`src/include/mfifo_params.svh`:
```
`ifndef MFIFO_PARAMS_SVH
`define MFIFO_PARAMS_SVH

// Number of logical FIFOs sharing the RAM
`define MFIFO_NUM_FIFOS 4

// Entries in the shared RAM, split into one region per FIFO
`define MFIFO_DEPTH 32

// Bits per data word
`define MFIFO_WIDTH 16

`endif
```
`src/source/mfifo_data_pkg.sv`:
```
`include "mfifo_params.svh"

package mfifo_data_pkg;

  // One payload word
  typedef logic [`MFIFO_WIDTH-1:0] data_t;

  // Output slot is idle, waiting on its RAM read or holding a word for the pop port
  typedef enum logic [1:0] {
    SLOT_EMPTY   = 2'd0,
    SLOT_FILLING = 2'd1,
    SLOT_HOLD    = 2'd2
  } slot_state_e;

endpackage

```
`src/source/mfifo_addr_pkg.sv`:
```
`include "mfifo_params.svh"

package mfifo_addr_pkg;

  // Selects one logical FIFO
  typedef logic [$clog2(`MFIFO_NUM_FIFOS)-1:0] fifo_id_t;

  // RAM address, also used for region base and bound
  typedef logic [$clog2(`MFIFO_DEPTH)-1:0] addr_t;

  // Entries held in RAM by one FIFO, zero up to the full depth
  typedef logic [$clog2(`MFIFO_DEPTH+1)-1:0] count_t;

endpackage

```
`src/source/mfifo_top.sv`:
```
`timescale 1ns/1ps

`include "mfifo_params.svh"

module mfifo_top (
  input  logic                                         clk,
  input  logic                                         rst_n,
  input  mfifo_addr_pkg::addr_t [`MFIFO_NUM_FIFOS-1:0] config_base,
  input  mfifo_addr_pkg::addr_t [`MFIFO_NUM_FIFOS-1:0] config_bound,
  output logic                                         config_error,
  input  logic                                         push_valid,
  output logic                                         push_ready,
  input  mfifo_data_pkg::data_t                        push_data,
  input  mfifo_addr_pkg::fifo_id_t                     push_fifo_id,
  output logic [`MFIFO_NUM_FIFOS-1:0]                  push_full,
  output logic [`MFIFO_NUM_FIFOS-1:0]                  pop_valid,
  input  logic [`MFIFO_NUM_FIFOS-1:0]                  pop_ready,
  output mfifo_data_pkg::data_t [`MFIFO_NUM_FIFOS-1:0] pop_data,
  output logic [`MFIFO_NUM_FIFOS-1:0]                  pop_empty
);

  // RAM write and read ports
  logic                     wr_en;
  mfifo_addr_pkg::addr_t    wr_addr;
  mfifo_data_pkg::data_t    wr_data;
  logic                     rd_en;
  mfifo_addr_pkg::addr_t    rd_addr;
  mfifo_data_pkg::data_t    rd_data;

  // Controller to staging
  logic                         rd_fire;
  mfifo_addr_pkg::fifo_id_t     rd_fifo_id;
  logic [`MFIFO_NUM_FIFOS-1:0]  slot_free;
  logic [`MFIFO_NUM_FIFOS-1:0]  ram_empty;

  mfifo_config_check mfifo_config_check_inst (
    .clk          (clk),
    .rst_n        (rst_n),
    .config_base  (config_base),
    .config_bound (config_bound),
    .config_error (config_error)
  );

  mfifo_ctrl mfifo_ctrl_inst (
    .clk          (clk),
    .rst_n        (rst_n),
    .config_base  (config_base),
    .config_bound (config_bound),
    .config_error (config_error),
    .push_valid   (push_valid),
    .push_data    (push_data),
    .push_fifo_id (push_fifo_id),
    .push_ready   (push_ready),
    .push_full    (push_full),
    .slot_free    (slot_free),
    .wr_en        (wr_en),
    .wr_addr      (wr_addr),
    .wr_data      (wr_data),
    .rd_en        (rd_en),
    .rd_addr      (rd_addr),
    .rd_fire      (rd_fire),
    .rd_fifo_id   (rd_fifo_id),
    .ram_empty    (ram_empty)
  );

  mfifo_ram mfifo_ram_inst (
    .clk     (clk),
    .wr_en   (wr_en),
    .wr_addr (wr_addr),
    .wr_data (wr_data),
    .rd_en   (rd_en),
    .rd_addr (rd_addr),
    .rd_data (rd_data)
  );

  mfifo_staging mfifo_staging_inst (
    .clk        (clk),
    .rst_n      (rst_n),
    .rd_fire    (rd_fire),
    .rd_fifo_id (rd_fifo_id),
    .rd_data    (rd_data),
    .ram_empty  (ram_empty),
    .slot_free  (slot_free),
    .pop_valid  (pop_valid),
    .pop_ready  (pop_ready),
    .pop_data   (pop_data),
    .pop_empty  (pop_empty)
  );

endmodule

```
`src/source/mfifo_staging.sv`:
```
`timescale 1ns/1ps

`include "mfifo_params.svh"

module mfifo_staging (
  input  logic                                         clk,
  input  logic                                         rst_n,
  input  logic                                         rd_fire,
  input  mfifo_addr_pkg::fifo_id_t                     rd_fifo_id,
  input  mfifo_data_pkg::data_t                        rd_data,
  input  logic [`MFIFO_NUM_FIFOS-1:0]                  ram_empty,
  output logic [`MFIFO_NUM_FIFOS-1:0]                  slot_free,
  output logic [`MFIFO_NUM_FIFOS-1:0]                  pop_valid,
  input  logic [`MFIFO_NUM_FIFOS-1:0]                  pop_ready,
  output mfifo_data_pkg::data_t [`MFIFO_NUM_FIFOS-1:0] pop_data,
  output logic [`MFIFO_NUM_FIFOS-1:0]                  pop_empty
);

  mfifo_data_pkg::slot_state_e                 slot_state [`MFIFO_NUM_FIFOS];
  mfifo_data_pkg::data_t [`MFIFO_NUM_FIFOS-1:0] slot_data;
  logic [`MFIFO_NUM_FIFOS-1:0]                 fill_hit;

  always_comb begin
    for (int i = 0; i < `MFIFO_NUM_FIFOS; i++) begin
      fill_hit[i]  = rd_fire && (rd_fifo_id == mfifo_addr_pkg::fifo_id_t'(i));
      pop_valid[i] = (slot_state[i] == mfifo_data_pkg::SLOT_HOLD);
      // Slot can take a read now if it is idle or its word leaves this cycle
      slot_free[i] = (slot_state[i] == mfifo_data_pkg::SLOT_EMPTY) ||
                     (pop_valid[i] && pop_ready[i]);
      pop_empty[i] = ram_empty[i] && (slot_state[i] == mfifo_data_pkg::SLOT_EMPTY);
    end
  end

  assign pop_data = slot_data;

  always_ff @(posedge clk) begin
    if (!rst_n) begin
      for (int i = 0; i < `MFIFO_NUM_FIFOS; i++) begin
        slot_state[i] <= mfifo_data_pkg::SLOT_EMPTY;
      end
    end else begin
      for (int i = 0; i < `MFIFO_NUM_FIFOS; i++) begin
        case (slot_state[i])
          mfifo_data_pkg::SLOT_EMPTY: begin
            if (fill_hit[i]) begin
              slot_state[i] <= mfifo_data_pkg::SLOT_FILLING;
            end
          end
          mfifo_data_pkg::SLOT_FILLING: begin
            slot_state[i] <= mfifo_data_pkg::SLOT_HOLD;
          end
          mfifo_data_pkg::SLOT_HOLD: begin
            // Back to back refill when the next read fires with the pop
            if (pop_ready[i]) begin
              slot_state[i] <= fill_hit[i] ? mfifo_data_pkg::SLOT_FILLING
                                           : mfifo_data_pkg::SLOT_EMPTY;
            end
          end
          default: begin
            slot_state[i] <= mfifo_data_pkg::SLOT_EMPTY;
          end
        endcase
      end
    end
  end

  // Only the slot that fired last cycle is filling, so rd_data is its word
  always_ff @(posedge clk) begin
    for (int i = 0; i < `MFIFO_NUM_FIFOS; i++) begin
      if (slot_state[i] == mfifo_data_pkg::SLOT_FILLING) begin
        slot_data[i] <= rd_data;
      end
    end
  end

endmodule

```
`src/source/mfifo_ram.sv`:
```
`timescale 1ns/1ps

`include "mfifo_params.svh"

module mfifo_ram (
  input  logic                  clk,
  input  logic                  wr_en,
  input  mfifo_addr_pkg::addr_t wr_addr,
  input  mfifo_data_pkg::data_t wr_data,
  input  logic                  rd_en,
  input  mfifo_addr_pkg::addr_t rd_addr,
  output mfifo_data_pkg::data_t rd_data
);

  mfifo_data_pkg::data_t mem [`MFIFO_DEPTH];

  always_ff @(posedge clk) begin
    if (wr_en) begin
      mem[wr_addr] <= wr_data;
    end
  end

  // Registered read returns old contents on a same-edge write
  always_ff @(posedge clk) begin
    if (rd_en) begin
      rd_data <= mem[rd_addr];
    end
  end

endmodule

```
`src/source/mfifo_ctrl.sv`:
```
`timescale 1ns/1ps

`include "mfifo_params.svh"

module mfifo_ctrl (
  input  logic                                         clk,
  input  logic                                         rst_n,
  input  mfifo_addr_pkg::addr_t [`MFIFO_NUM_FIFOS-1:0] config_base,
  input  mfifo_addr_pkg::addr_t [`MFIFO_NUM_FIFOS-1:0] config_bound,
  input  logic                                         config_error,
  input  logic                                         push_valid,
  input  mfifo_data_pkg::data_t                        push_data,
  input  mfifo_addr_pkg::fifo_id_t                     push_fifo_id,
  output logic                                         push_ready,
  output logic [`MFIFO_NUM_FIFOS-1:0]                  push_full,
  input  logic [`MFIFO_NUM_FIFOS-1:0]                  slot_free,
  output logic                                         wr_en,
  output mfifo_addr_pkg::addr_t                        wr_addr,
  output mfifo_data_pkg::data_t                        wr_data,
  output logic                                         rd_en,
  output mfifo_addr_pkg::addr_t                        rd_addr,
  output logic                                         rd_fire,
  output mfifo_addr_pkg::fifo_id_t                     rd_fifo_id,
  output logic [`MFIFO_NUM_FIFOS-1:0]                  ram_empty
);

  mfifo_addr_pkg::addr_t  [`MFIFO_NUM_FIFOS-1:0] wr_ptr;
  mfifo_addr_pkg::addr_t  [`MFIFO_NUM_FIFOS-1:0] rd_ptr;
  mfifo_addr_pkg::count_t [`MFIFO_NUM_FIFOS-1:0] count;
  mfifo_addr_pkg::count_t [`MFIFO_NUM_FIFOS-1:0] region_size;
  mfifo_addr_pkg::fifo_id_t                      rr_ptr;

  logic                         run;
  logic                         push_fire;
  logic [`MFIFO_NUM_FIFOS-1:0]  push_hit;
  logic [`MFIFO_NUM_FIFOS-1:0]  read_hit;
  logic [`MFIFO_NUM_FIFOS-1:0]  rd_qual;

  // Step within a region, wrapping from bound back to base
  function automatic mfifo_addr_pkg::addr_t next_addr(
    input mfifo_addr_pkg::addr_t ptr,
    input mfifo_addr_pkg::addr_t base,
    input mfifo_addr_pkg::addr_t bound
  );
    if (ptr == bound) begin
      return base;
    end
    return ptr + 1'b1;
  endfunction

  always_comb begin
    for (int i = 0; i < `MFIFO_NUM_FIFOS; i++) begin
      region_size[i] = mfifo_addr_pkg::count_t'(config_bound[i])
                     - mfifo_addr_pkg::count_t'(config_base[i]) + 1'b1;
      push_full[i]   = (count[i] == region_size[i]);
      ram_empty[i]   = (count[i] == '0);
      // A word written this cycle is not counted yet, so it is never read early
      rd_qual[i]     = !ram_empty[i] && slot_free[i];
    end
  end

  // Push side
  assign push_ready = run && !config_error && !push_full[push_fifo_id];
  assign push_fire  = push_valid && push_ready;
  assign wr_en      = push_fire;
  assign wr_addr    = wr_ptr[push_fifo_id];
  assign wr_data    = push_data;

  // Round robin search starting just after the last winner
  always_comb begin
    mfifo_addr_pkg::fifo_id_t cand;
    rd_fire    = 1'b0;
    rd_fifo_id = rr_ptr;
    for (int k = 1; k <= `MFIFO_NUM_FIFOS; k++) begin
      cand = mfifo_addr_pkg::fifo_id_t'((int'(rr_ptr) + k) % `MFIFO_NUM_FIFOS);
      if (!rd_fire && rd_qual[cand]) begin
        rd_fire    = 1'b1;
        rd_fifo_id = cand;
      end
    end
  end

  assign rd_en   = rd_fire;
  assign rd_addr = rd_ptr[rd_fifo_id];

  always_comb begin
    for (int i = 0; i < `MFIFO_NUM_FIFOS; i++) begin
      push_hit[i] = push_fire && (push_fifo_id == mfifo_addr_pkg::fifo_id_t'(i));
      read_hit[i] = rd_fire && (rd_fifo_id == mfifo_addr_pkg::fifo_id_t'(i));
    end
  end

  always_ff @(posedge clk) begin
    if (!rst_n) begin
      run    <= 1'b0;
      rr_ptr <= mfifo_addr_pkg::fifo_id_t'(`MFIFO_NUM_FIFOS - 1);
      for (int i = 0; i < `MFIFO_NUM_FIFOS; i++) begin
        wr_ptr[i] <= config_base[i];
        rd_ptr[i] <= config_base[i];
        count[i]  <= '0;
      end
    end else begin
      // Hold pushes off until the checker result is registered
      run <= 1'b1;
      if (rd_fire) begin
        rr_ptr <= rd_fifo_id;
      end
      for (int i = 0; i < `MFIFO_NUM_FIFOS; i++) begin
        if (push_hit[i]) begin
          wr_ptr[i] <= next_addr(wr_ptr[i], config_base[i], config_bound[i]);
        end
        if (read_hit[i]) begin
          rd_ptr[i] <= next_addr(rd_ptr[i], config_base[i], config_bound[i]);
        end
        case ({push_hit[i], read_hit[i]})
          2'b10:   count[i] <= count[i] + 1'b1;
          2'b01:   count[i] <= count[i] - 1'b1;
          default: count[i] <= count[i];
        endcase
      end
    end
  end

endmodule

```
`src/source/mfifo_config_check.sv`:
```
`timescale 1ns/1ps

`include "mfifo_params.svh"

module mfifo_config_check (
  input  logic                                         clk,
  input  logic                                         rst_n,
  input  mfifo_addr_pkg::addr_t [`MFIFO_NUM_FIFOS-1:0] config_base,
  input  mfifo_addr_pkg::addr_t [`MFIFO_NUM_FIFOS-1:0] config_bound,
  output logic                                         config_error
);

  logic error_d;

  always_comb begin
    error_d = 1'b0;

    // Each region must not be inverted
    for (int i = 0; i < `MFIFO_NUM_FIFOS; i++) begin
      if (config_base[i] > config_bound[i]) begin
        error_d = 1'b1;
      end
    end

    // Regions must be ascending with no shared address
    for (int i = 0; i < `MFIFO_NUM_FIFOS - 1; i++) begin
      if (config_base[i+1] <= config_bound[i]) begin
        error_d = 1'b1;
      end
    end
  end

  // Table is static after reset, so the first registered value is final
  always_ff @(posedge clk) begin
    if (!rst_n) begin
      config_error <= 1'b0;
    end else begin
      config_error <= error_d;
    end
  end

endmodule

```
`config.mk`:
```
export PLATFORM = sky130hd
export DESIGN_NAME = mfifo_top
export DESIGN_NICKNAME = d
export VERILOG_FILES = /design/src/source/mfifo_data_pkg.sv /design/src/source/mfifo_addr_pkg.sv /design/src/source/mfifo_top.sv /design/src/source/mfifo_staging.sv /design/src/source/mfifo_ram.sv /design/src/source/mfifo_ctrl.sv /design/src/source/mfifo_config_check.sv
export VERILOG_INCLUDE_DIRS = /design/src /design/src/include
export SDC_FILE = /design/constraint.sdc
export NUM_CORES = 1
export LEC_CHECK = 0
export BUFFER_PORTS_ARGS = -buffer_cell sky130_fd_sc_hd__buf_2
export CAP_MARGIN = 20
export CORE_MARGIN = 2
export CORE_UTILIZATION = 40
export CTS_CLUSTER_SIZE = 8
export DETAILED_ROUTE_END_ITERATION = 6
export PLACE_DENSITY = 0.6
export SYNTH_ARGS = -nofsm -noshare
export SYNTH_HDL_FRONTEND = slang
export SYNTH_SLANG_ARGS = --single-unit
```
`constraint.sdc`:
```
create_clock -name clk -period 6.6 [get_ports clk]
set_input_delay 0.33 -clock clk [delete_from_list [all_inputs] [get_ports clk]]
set_output_delay 0.33 -clock clk [all_outputs]
set_load 0.05 [all_outputs]
```
==> key figures, run 1 <==
Layout
  – Layout cells sized above 1: 14.8%
  – Util after Layout: 46.6%
  – Non-filler cells, final: 3462
  – Fin nets: 2633
  – P&R area growth vs syn: 14.7%
  – Most frequent cells in the layout: edfxtp_1, nand2_1, buf_2
  – Commonest non-fill, non-tap cell in the layout: edfxtp_1

Setup path
  – Worst path required time: 6.90 ns
  – Crit path DAT: 5.13 ns
  – CP Class: reg2reg
  – CP Launch Type: flip-flop
  – Kind of end point of the critical path: flip-flop
  – CP max FO: 31

Clock tree
  – Post-CTS Resized: 0
  – Post-CTS Setup Bufs: 0
  – Post-CTS Hold Buffers: 0
  – Clock transition at path regs: 0.05 ns
  – Clk buf depth: 3
  – TritonCTS Buffers: 94
  – CTS tree: yes
  – Clock root buffer: clkbuf_16
  – Clock Sinks: 668
  – H-tree depth: 3
  – Clock Latency Late Sink: 0.64 ns

Timing
  – Fin Setup TNS: 0 ns
  – Fin. max-slew vios: 0
  – Clock skew: 0.0329 ns
  – Setup WS post-layout: 1.78 ns
  – Fin crit share: 73.1%
  – Slew HR: 28.2%
  – Maximum clock rate: 0.207 GHz
  – RSZ-0062 raised after global routing: no
  – Worst-Margin Slew: 1.07 ns
  – Minimum clock period: 4.82 ns
  – Hold violation count in the final report: 0
  – Number of setup violations in the final report: 0

Floorplanning
  – Row count: 100
  – Die area: 78000 um^2
  – Die W: 279 um
  – Initial core utilization: 40.6%
  – Die Span Y: 279 um
  – # IOs: 143
  – Core area: 74700 um^2

Logic synthesis
  – Post-Syn Area: 30300 um^2
  – EDFF count, synth: 640
  – Mapped Nets: 2446
  – Yosys cell types: 63
  – Register bit total from synthesis: 668
  – Syn Area/Cell: 13.3 um^2
  – Synth Instances: 2278
  – Warnings, synthesis: 0
  – Async S/R FF share, synth: 0%
  – Most frequently used flop master after synthesis: edfxtp_1
  – Sequential-to-total area share from yosys stat: 65.2%

Flow run
  – Max_cap viols: 0

Global routing
  – Grt total ovfl: 0
  – First-pass GRT wire length: 120000 um
  – Initial antenna violation count: 3
  – Largest net degree at the start of global routing: 83
  – Gr usage total: 20.5%
  – Number of global-route vias before repair: 19000

Route
  – DRC Markers: 0
  – DR vias: 19200
  – Post-route ant nets: 0
  – Routed WL per cell: 23.2 um
  – Vias/cell: 5.56
  – Pre-Repair DR Iteration Count: 5
  – DRT iter0 DRCs: 1755
  – Detailed Route WL: 80400 um

Placed design
  – Post-Place Worst Slack: 1.56 ns
  – Dpl hpwl: 51500 um
  – Placer Congestion: 0.859
  – IO Port Bufs: 142
  – Cells after DPL: 3337

Power
  – Power density over cell area: 539 nW/um^2
  – Pleak: 0.0124 uW
  – PnR Total Power: 18800 uW
  – Worst vdd ir: 347 uV

Worst hold path
  – Hold Path Class: in2reg

Outcome
  – Status: completed
==> flip-flops by register name (all words and copies together) (netlist names) <==
register,count
mfifo_ctrl_inst.count,24
mfifo_ctrl_inst.run,1
mfifo_ctrl_inst.rr_ptr,2
mfifo_ram_inst.rd_data,16
mfifo_ctrl_inst.wr_ptr,20
mfifo_ctrl_inst.rd_ptr,20
mfifo_config_check_inst.config_error,1
mfifo_ram_inst.mem,512
mfifo_staging_inst.pop_data,64
mfifo_staging_inst.slot_state,8
==> metrics by stage <==
| stage | cell area (um^2) | hold WS, ns |
|---|---|---|
| finish | 34800 | 0.0535 |
| CTS | 34800 | 0.0118 |
| detailed placement | 32200 | 0.485 |
| global placement | 32200 | 0.465 |
| global route | 34800 | 0.0465 |
| floorplan | 30300 | 0.358 |
==> worst max-delay path, stage by stage, from the launching register on <==
cell and delay (ns):
edfxtp_1 0.45, nor2b_1 0.20, a311oi_2 0.44, a22oi_1 0.21, o211ai_1 0.75, nand3_1 0.23, nand2_2 0.62, buf_4 0.41
a21o_1 0.16, o22ai_1 0.13, nor4_1 0.87
==> layout make-up <==
type	count	area (um^2)
fillers	6485	39900
flip-flops and latches	668	19800
multi-input cells	1415	9710
clock buffers	113	2450
well taps	969	1210
repair buffers	194	1150
inverters	92	345
clock inverters	7	130
diodes	4	10.0
==> path summary, 6_finish.rpt <==
path                            slack [ns]                               to  cells after the start                           startpoint
worst max register to register        1.78       mfifo_ram_inst.rd_data[14]                     10  mfifo_staging_inst.slot_state[3][1]
worst max-delay path                  1.78       mfifo_ram_inst.rd_data[14]                     10  mfifo_staging_inst.slot_state[3][1]
worst min-delay path                  0.05        mfifo_ctrl_inst.rd_ptr[5]                      3                       config_base[5]
worst min register to register        0.49  mfifo_staging_inst.pop_data[45]                      0           mfifo_ram_inst.rd_data[13]
==> cells in the mapped netlist, drive strengths merged (9+ instances only) <==
library cell	count	area [um^2]
inv	92	345
o211a	31	310
fa	12	240
nand3	99	500
nor2	66	248
o22ai	11	68.8
a21oi	139	699
a211o	17	149
and4	15	131
xor2	52	455
o21ai	76	380
edfxtp	640	19200
dfxtp	28	561
nor4	9	77.6
and2	22	138
ha	91	1140
mux2i	43	475
nand2	323	1210
xnor2	68	596
o211ai	96	721
a22oi	17	128
a211oi	18	140
a21o	17	128
nand4	9	56.3
nor2b	23	144
nor3	14	109
buf	63	392
clkbuf	40	151
o22a	45	394
mux2	43	484
==> power by group <==
part | switching (uW) | internal (uW) | leakage (uW)
logic | 6200 | 2790 | 0.00509
registers | 246 | 5220 | 0.00605
clock network | 1720 | 2580 | 0.00125
==> routing by layer <==
layer | up-vias | track usage (%) | part of all wire (%) | wire length, um
li1 | 8865 | - | - | -
met1 | 9617 | 28.8 | 45 | 36100
met2 | 615 | 32.9 | 47 | 37700
met3 | 141 | 3.45 | 6.1 | 4920
met4 | 0 | 6.04 | 2.2 | 1800
met5 | - | 0 | 0 | 0
==> cells by family (layout without fill, tap and decap cells) <==
| family | after synthesis | after routing | share of synthesized area (%) |
|---|---|---|---|
| xor+xnor | 120 | 120 | 3.47 |
| flops | 668 | 668 | 65.2 |
| buf+inv | 195 | 406 | 2.93 |
| compound gates | 498 | 498 | 11.2 |
| other cells | 0 | 4 | 0 |
| fa+ha+maj | 103 | 103 | 4.55 |
| mux | 91 | 91 | 3.54 |
| simple gates | 603 | 603 | 9.14 |
Note: power is estimated with default switching activity, not from simulation.
==> run 2, diff against run 1 <==
Clock period 6.6 ns to 4.8 ns, I/O delays scaled along.
==> run 2 against run 1 <==
- clock power up 36%
- non-clock buffer count grew 44
- count of clock-buffer cells in the layout rose by 5
- register-to-register slack lost 1.3 ns
- via count increased by 1.9%
- utilization increased by 0.63 points
- first-iteration DRC count shrank 8.6%
- sequential share of layout area down 0.76 points
- design area grew 1.4%
- cell count rose by 1.3%
- combinational power up 45%
- highest routed layer is now met5
==> key figures, run 2 (same netlist as run 1, synthesis figures left out) <==
Layout
  – Register with the most flip-flops: mfifo_ram_inst.mem
  – P&R area growth vs syn: 16.3%
  – Number of flip-flops under the largest register name: 512 (unchanged)
  – Reg area: 19800 um^2 (unchanged)
  – Multi-input gate area: 9790 um^2 (+0.73%)
  – Fin nets: 2677 (+1.7%)
  – Most frequent cells in the layout: edfxtp_1, nand2_1, buf_2
  – Fillers: 6421 (-0.99%)
  – Layout cells sized above 1: 16.4% (+1.5 points)
  – Util after Layout: 47.2% (+0.63 points)
  – Commonest non-fill, non-tap cell in the layout: edfxtp_1

Power
  – Power density over cell area: 748 nW/um^2 (+39%)
  – Internal Power: 15000 uW (+42%)
  – Worst vdd ir: 1020 uV (+190%)
  – PnR Total Power: 26400 uW (+41%)
  – Pleak: 0.0126 uW (+1.9%)
  – Logic pwr share: 49.4% (+1.5 points)
  – Seq pwr share: 28.5% (-0.6 points)
  – Sw Share: 43.1% (-0.46 points)
  – Sw power: 11400 uW (+39%)
  – Clock network power share: 22.1% (-0.8 points)

Setup path
  – Critical Path Source: config_base[1]
  – Worst path required time: 5.34 ns (-1.56 ns)
  – CP Class: in2reg
  – Crit-path slowest cell: fa_2
  – Top delay family on crit path: adder cells
  – Worst reg2reg startpoint: mfifo_ctrl_inst.count[6]
  – Kind of end point of the critical path: flip-flop
  – CP most frequent cell: ha_1
  – Crit-path cells: dlygate4sd3_1 > buf_2 > ha_1 > inv_1 > ha_1 > inv_1 > fa_2 > xor2_1 > nand4_1 > nor4_4 > o21ai_1 > nand4_1 > nor2_2 > nand2_1 > ha_1 > ha_1 > a21o_1 > a21oi_1 > o21bai_1 > a21oi_1 > xor2_1 > or3_1 > a21boi_0
  – CP Launch Type: primary input
  – CP max FO: 4 (-87%)
  – Crit path DAT: 5.12 ns (about the same)
  – R2R Setup Slk: 0.45 ns (-1.33 ns)
  – Number of buffers and inverters on the critical path: 4 (+3)
  – CP peak stage delay: 0.54 ns (-0.33 ns)
  – RR Endpoint: mfifo_ram_inst.rd_data[13]
  – Cell count of the worst reg-to-reg path: 11 (+1)

Timing
  – Fin. max-slew vios: 0 (unchanged)
  – Number of setup violations in the final report: 0 (unchanged)
  – Fin crit share: 95.4%
  – Minimum clock period: 4.58 ns
  – Worst-Margin Slew: 1.09 ns (+0.0191 ns)
  – Hold violation count in the final report: 0 (unchanged)
  – Maximum clock rate: 0.218 GHz
  – Clock skew: 0.0195 ns (-0.0135 ns)
  – Slew HR: 27.0% (-1.3 points)

Global routing
  – Largest net degree at the start of global routing: 64 (-23%)
  – Grt total ovfl: 0 (unchanged)
  – First-pass GRT wire length: 122000 um (+1.5%)
  – Number of global-route vias before repair: 19500 (+2.8%)
  – Gr usage total: 20.7% (+0.13 points)
  – Initial antenna violation count: 9 (+6)

Route
  – Routed WL per cell: 23.1 um (-0.39%)
  – Top Metal Used: met5
  – DR vias: 19600 (+1.9%)
  – Post-route ant nets: 0 (unchanged)
  – Detailed Route WL: 81200 um (+0.93%)
  – Pre-Repair DR Iteration Count: 5 (unchanged)
  – Met2 routed WL: 38700 um (+2.8%)
  – WL met3: 4990 um (+1.3%)
  – Met1 WL: 35600 um (-1.3%)
  – DRC Markers: 0 (unchanged)
  – DRT iter0 DRCs: 1604 (-8.6%)
  – Vias/cell: 5.59 (+0.54%)

Clock tree
  – Clk buf depth: 3 (unchanged)
  – Clock root buffer: clkbuf_16
  – H-tree depth: 3 (unchanged)
  – TritonCTS Buffers: 94 (unchanged)
  – Clock transition at path regs: 0.05 ns (about the same)
  – Clock Sinks: 668 (unchanged)
  – Clock Latency Late Sink: 0.63 ns (about the same)
  – CTS tree: yes

Worst hold path
  – Hold Path Origin: config_base[18]
  – Hold Path Class: in2reg
  – Hold worst-path end: mfifo_ctrl_inst.rd_ptr[18]
  – Depth of the worst hold-timing path: 3 (unchanged)

Placed design
  – Placer Congestion: 0.876 (+2.0%)
  – Dpl hpwl: 52900 um (+2.7%)
  – IO Port Bufs: 142 (unchanged)

Floorplanning
  – Die area: 78000 um^2 (unchanged)
  – Initial core utilization: 40.6% (unchanged)
  – Die Span Y: 279 um (unchanged)
  – Core area: 74700 um^2 (unchanged)
  – Row count: 100 (unchanged)
  – Die W: 279 um (unchanged)
  – # IOs: 143 (unchanged)

Flow run
  – Max_cap viols: 0 (unchanged)

Outcome
  – Status: completed
-- run 2: final cells by class --
| type | count | share of cell area (%) |
|---|---|---|
| antenna | 1 | 0.00710 |
| inverter | 92 | 0.979 |
| clock inverter | 7 | 0.174 |
| multi-input combinational | 1415 | 27.7 |
| timing repair buffer | 238 | 4.53 |
| tap | 969 | 3.44 |
| sequential | 668 | 56.1 |
| clock buffer | 118 | 7.04 |
-- run 2: timing repair --
| item | in CTS | in global routing |
|---|---|---|
| gates resized for setup | 0 | 19 |
| hold buffers | 11 | 0 |
| buffers inserted | 0 | 1 |
| endpoints found under the hold margin | 19 | 0 |
| endpoints found under the setup margin | 0 | 4 |
-- run 2: worst register-to-register path: stages (launching register included) --
cell	delay, ns
dfxtp_1	0.51
nor4_4	0.13
a211oi_1	0.51
a21bo_1	0.21
o21a_4	0.29
mux2i_4	0.40
mux2_4	0.66
buf_4	0.47
nand2_1	0.09
a21oi_1	0.17
o22a_1	0.39
and4_1	0.35
-- run 2: power groups by stage --
stage / Clock [uW] / Sequential (uW) / Combinational [uW]
floorplan: 0 / 8020 / 8000
global placement: 0 / 7600 / 12700
detailed placement: 0 / 7630 / 12900
CTS: 5950 / 7520 / 12900
global route: 6180 / 7560 / 14000
finish: 5840 / 7510 / 13000
-- run 2: layer usage --
metal	up-vias	global-route usage (%)
met5	-	0
met2	677	34.3
met3	132	3.56
met1	9824	28.1
met4	6	5.58
li1	8960	-
-- run 2: worst max-delay path by stage --
stage                                           end  slack (ns)  cells past startpoint
final                      mfifo_ctrl_inst.count[5]        0.22                     23
after detailed placement  mfifo_ctrl_inst.count[23]       -0.16                     23
after global placement    mfifo_ctrl_inst.count[23]        0.01                     24
after CTS                 mfifo_ctrl_inst.count[23]     0.00008                     22
after floorplan           mfifo_ctrl_inst.count[23]        0.61                     23
after global routing      mfifo_ctrl_inst.count[23]       -0.05                     24
-- run 2: metrics by stage --
stage                     cell area, um^2  setup TNS [ns]  std cells  hold WS [ns]  worst slack, ns
after floorplan                     30300               0       2278         0.268            0.614
after global placement              32500               0       3368         0.470           0.0134
after detailed placement            32500          -0.282       3368         0.486           -0.159
after CTS                           35200               0       3504       0.00280        0.0000822
after global routing                35300         -0.0475       3507        0.0186          -0.0475
final                               35300               0       3508        0.0332            0.222
==> run 3, diff against run 2 <==
Clock period 4.8 ns to 4.4 ns, I/O delays scaled along.
==> run 3 against run 2 <==
- clock skew up 0.010 ns
- combinational power up 15%
- global-route usage increased by 0.15 points
- sequential share of layout area down 1.3 points
- highest routed layer unchanged
- cell count up 2.4%
- die area stayed put
- critical endpoint is now mfifo_ram_inst.rd_data[14]
- register-to-register slack lost 0.26 ns
- critical path type is now reg2reg
- flip-flop and latch count is the same
- non-clock buffer count rose by 84
- worst setup slack got worse by 0.029 ns
==> key figures, run 3 (same netlist as run 1, synthesis figures left out) <==
Placed design
  – Dpl hpwl: 52600 um (-0.58%)
  – IO Port Bufs: 142 (unchanged)
  – DP Area: 33400 um^2 (+2.8%)
  – Cells after DPL: 3455 (+2.6%)
  – Placer Congestion: 0.867 (-1.1%)

Clock tree
  – Clock Sinks: 668 (unchanged)
  – CTS tree: yes
  – Clock Latency Late Sink: 0.64 ns (about the same)
  – Clock transition at path regs: 0.05 ns (about the same)
  – Clock root buffer: clkbuf_16
  – H-tree depth: 3 (unchanged)
  – TritonCTS Buffers: 94 (unchanged)
  – Clk buf depth: 3 (unchanged)

Layout
  – Fillers: 6405 (-0.25%)
  – Layout cells sized above 1: 19.1% (+2.8 points)
  – Commonest non-fill, non-tap cell in the layout: edfxtp_1
  – Register with the most flip-flops: mfifo_ram_inst.mem
  – Post-route cell area: 36100 um^2 (+2.4%)
  – Util after Layout: 48.4% (+1.1 points)
  – P&R area growth vs syn: 19.1%
  – Number of flip-flops under the largest register name: 512 (unchanged)
  – Fin nets: 2761 (+3.1%)
  – Non-filler cells, final: 3593 (+2.4%)
  – Most frequent cells in the layout: edfxtp_1, nand2_1, buf_2, buf_4, a21oi_1

Power
  – Clock network power share: 21.7% (-0.4 points)
  – Logic pwr share: 50.7% (+1.3 points)
  – Worst vdd ir: 826 uV (-19%)
  – Sw power: 12600 uW (+11%)
  – Internal Power: 17000 uW (+13%)
  – Power density over cell area: 819 nW/um^2 (+9.4%)
  – Sw Share: 42.7% (-0.41 points)
  – Seq pwr share: 27.6% (-0.9 points)
  – Pleak: 0.0131 uW (+3.6%)

Route
  – Detailed Route WL: 81700 um (+0.60%)
  – Routed WL per cell: 22.7 um (-1.8%)
  – Pre-Repair DR Iteration Count: 5 (unchanged)
  – DR vias: 19900 (+1.4%)
  – Vias/cell: 5.53 (-0.96%)
  – DRT iter0 DRCs: 1568 (-2.2%)
  – DRC Markers: 0 (unchanged)
  – Post-route ant nets: 0 (unchanged)

Timing
  – Hold violation count in the final report: 0 (unchanged)
  – Worst-Margin Slew: 1.03 ns (-0.0607 ns)
  – Fin. max-slew vios: 0 (unchanged)
  – Fin crit share: 95.6%
  – Number of setup violations in the final report: 0 (unchanged)
  – Minimum clock period: 4.21 ns
  – Slew HR: 31.3% (+4.3 points)
  – Maximum clock rate: 0.238 GHz
  – Clock skew: 0.0295 ns (+0.0100 ns)

Global routing
  – First-pass GRT wire length: 122000 um (about the same)
  – Number of global-route vias before repair: 19600 (+0.38%)
  – Gr usage total: 20.8% (+0.15 points)
  – Largest net degree at the start of global routing: 78 (+22%)
  – Grt total ovfl: 0 (unchanged)
  – Initial antenna violation count: 12 (+3)

Setup path
  – CP Launch Type: flip-flop
  – Worst path required time: 4.90 ns (-0.44 ns)
  – Kind of end point of the critical path: flip-flop
  – Cell count of the worst reg-to-reg path: 13 (+2)
  – CP Class: reg2reg
  – Crit path DAT: 4.71 ns (-0.41 ns)
  – Critical Path Source: mfifo_ctrl_inst.count[14]
  – Worst reg2reg startpoint: mfifo_ctrl_inst.count[14]
  – CP max FO: 31 (+27)

Worst hold path
  – Hold Path Class: in2reg
  – Hold Path Origin: pop_ready[3]
  – Depth of the worst hold-timing path: 3 (unchanged)

Outcome
  – Status: completed

Flow run
  – Max_cap viols: 0 (unchanged)

Floorplanning
  – Row count: 100 (unchanged)
  – Initial core utilization: 40.6% (unchanged)
  – Die W: 279 um (unchanged)
  – # IOs: 143 (unchanged)
  – Core area: 74700 um^2 (unchanged)
  – Die Span Y: 279 um (unchanged)
  – Die area: 78000 um^2 (unchanged)
## run 3: cell types whose count changed in the layout (fill, tap and decap cells not counted), sizes merged
cell         change
buf             +89
inv              +1
clkbuf           -3
dlygate4sd3      -5
diode            +1
clkinv           +2
## run 3: area by class of cell
type | instances | area [um^2] | share of cell area [%]
clock inverter | 10 | 118 | 0.326
timing repair buffer | 322 | 2480 | 6.86
antenna | 2 | 5.00 | 0.0139
sequential | 668 | 19800 | 54.8
inverter | 92 | 345 | 0.956
multi-input combinational | 1415 | 9760 | 27.0
tap | 969 | 1210 | 3.36
clock buffer | 115 | 2430 | 6.73
## run 3: power by group through the flow
stage / Combinational [uW] / Clock [uW] / Sequential [uW]
floorplan: 8730 / 0 / 8750
global placement: 14600 / 0 / 8260
detailed placement: 14800 / 0 / 8290
CTS: 14800 / 6520 / 8170
global route: 16100 / 6790 / 8220
finish: 15000 / 6410 / 8170
## run 3: path summary, 6_finish.rpt
check | endpoint | slack (ns)
worst max-delay path | mfifo_ram_inst.rd_data[14] | 0.19
worst min-delay path | mfifo_staging_inst.slot_state[3][1] | 0.03
worst max register to register | mfifo_ram_inst.rd_data[14] | 0.19
worst min register to register | mfifo_staging_inst.pop_data[21] | 0.49
## run 3: stage by stage
stage / setup WS (ns) / total power, uW / hold slack [ns] / TNS (ns)
2_1_floorplan: 0.234 / 17500 / 0.248 / 0
3_3_place_gp: -0.147 / 22800 / 0.471 / -0.656
3_5_place_dp: -0.310 / 23000 / 0.485 / -1.60
4_1_cts: 0.0171 / 29500 / 0.000654 / 0
5_1_grt: -0.0502 / 31100 / 0.0214 / -0.0509
6_report: 0.193 / 29600 / 0.0286 / 0
## run 3: repair_timing
action / in CTS / in global routing
buffers inserted: 0 / 5
hold buffers: 6 / 0
setup endpoints to repair: 0 / 22
gates resized for setup: 0 / 15
endpoints found under the hold margin: 10 / 0
## run 3: metal layers
| layer | GRT usage, % | wire (um) | vias to the layer above |
|---|---|---|---|
| met1 | 28.2 | 35300 | 9840 |
| met3 | 4.75 | 6030 | 161 |
| met5 | 0 | 79 | - |
| li1 | - | - | 9147 |
| met4 | 7.07 | 2590 | 10 |
| met2 | 33.1 | 37700 | 723 |
## run 3: critical path: stages (launching register included)
cell      delay, ns
dfxtp_1        0.53
nor4_2         0.14
a211oi_2       0.48
a21oi_2        0.13
o21a_4         0.32
o221ai_2       0.36
o21a_4         0.55
buf_12         0.26
buf_4          0.23
o211ai_1       0.12
o211ai_1       0.11
o22ai_1        0.13
nor4_1         0.49
buf_4          0.22
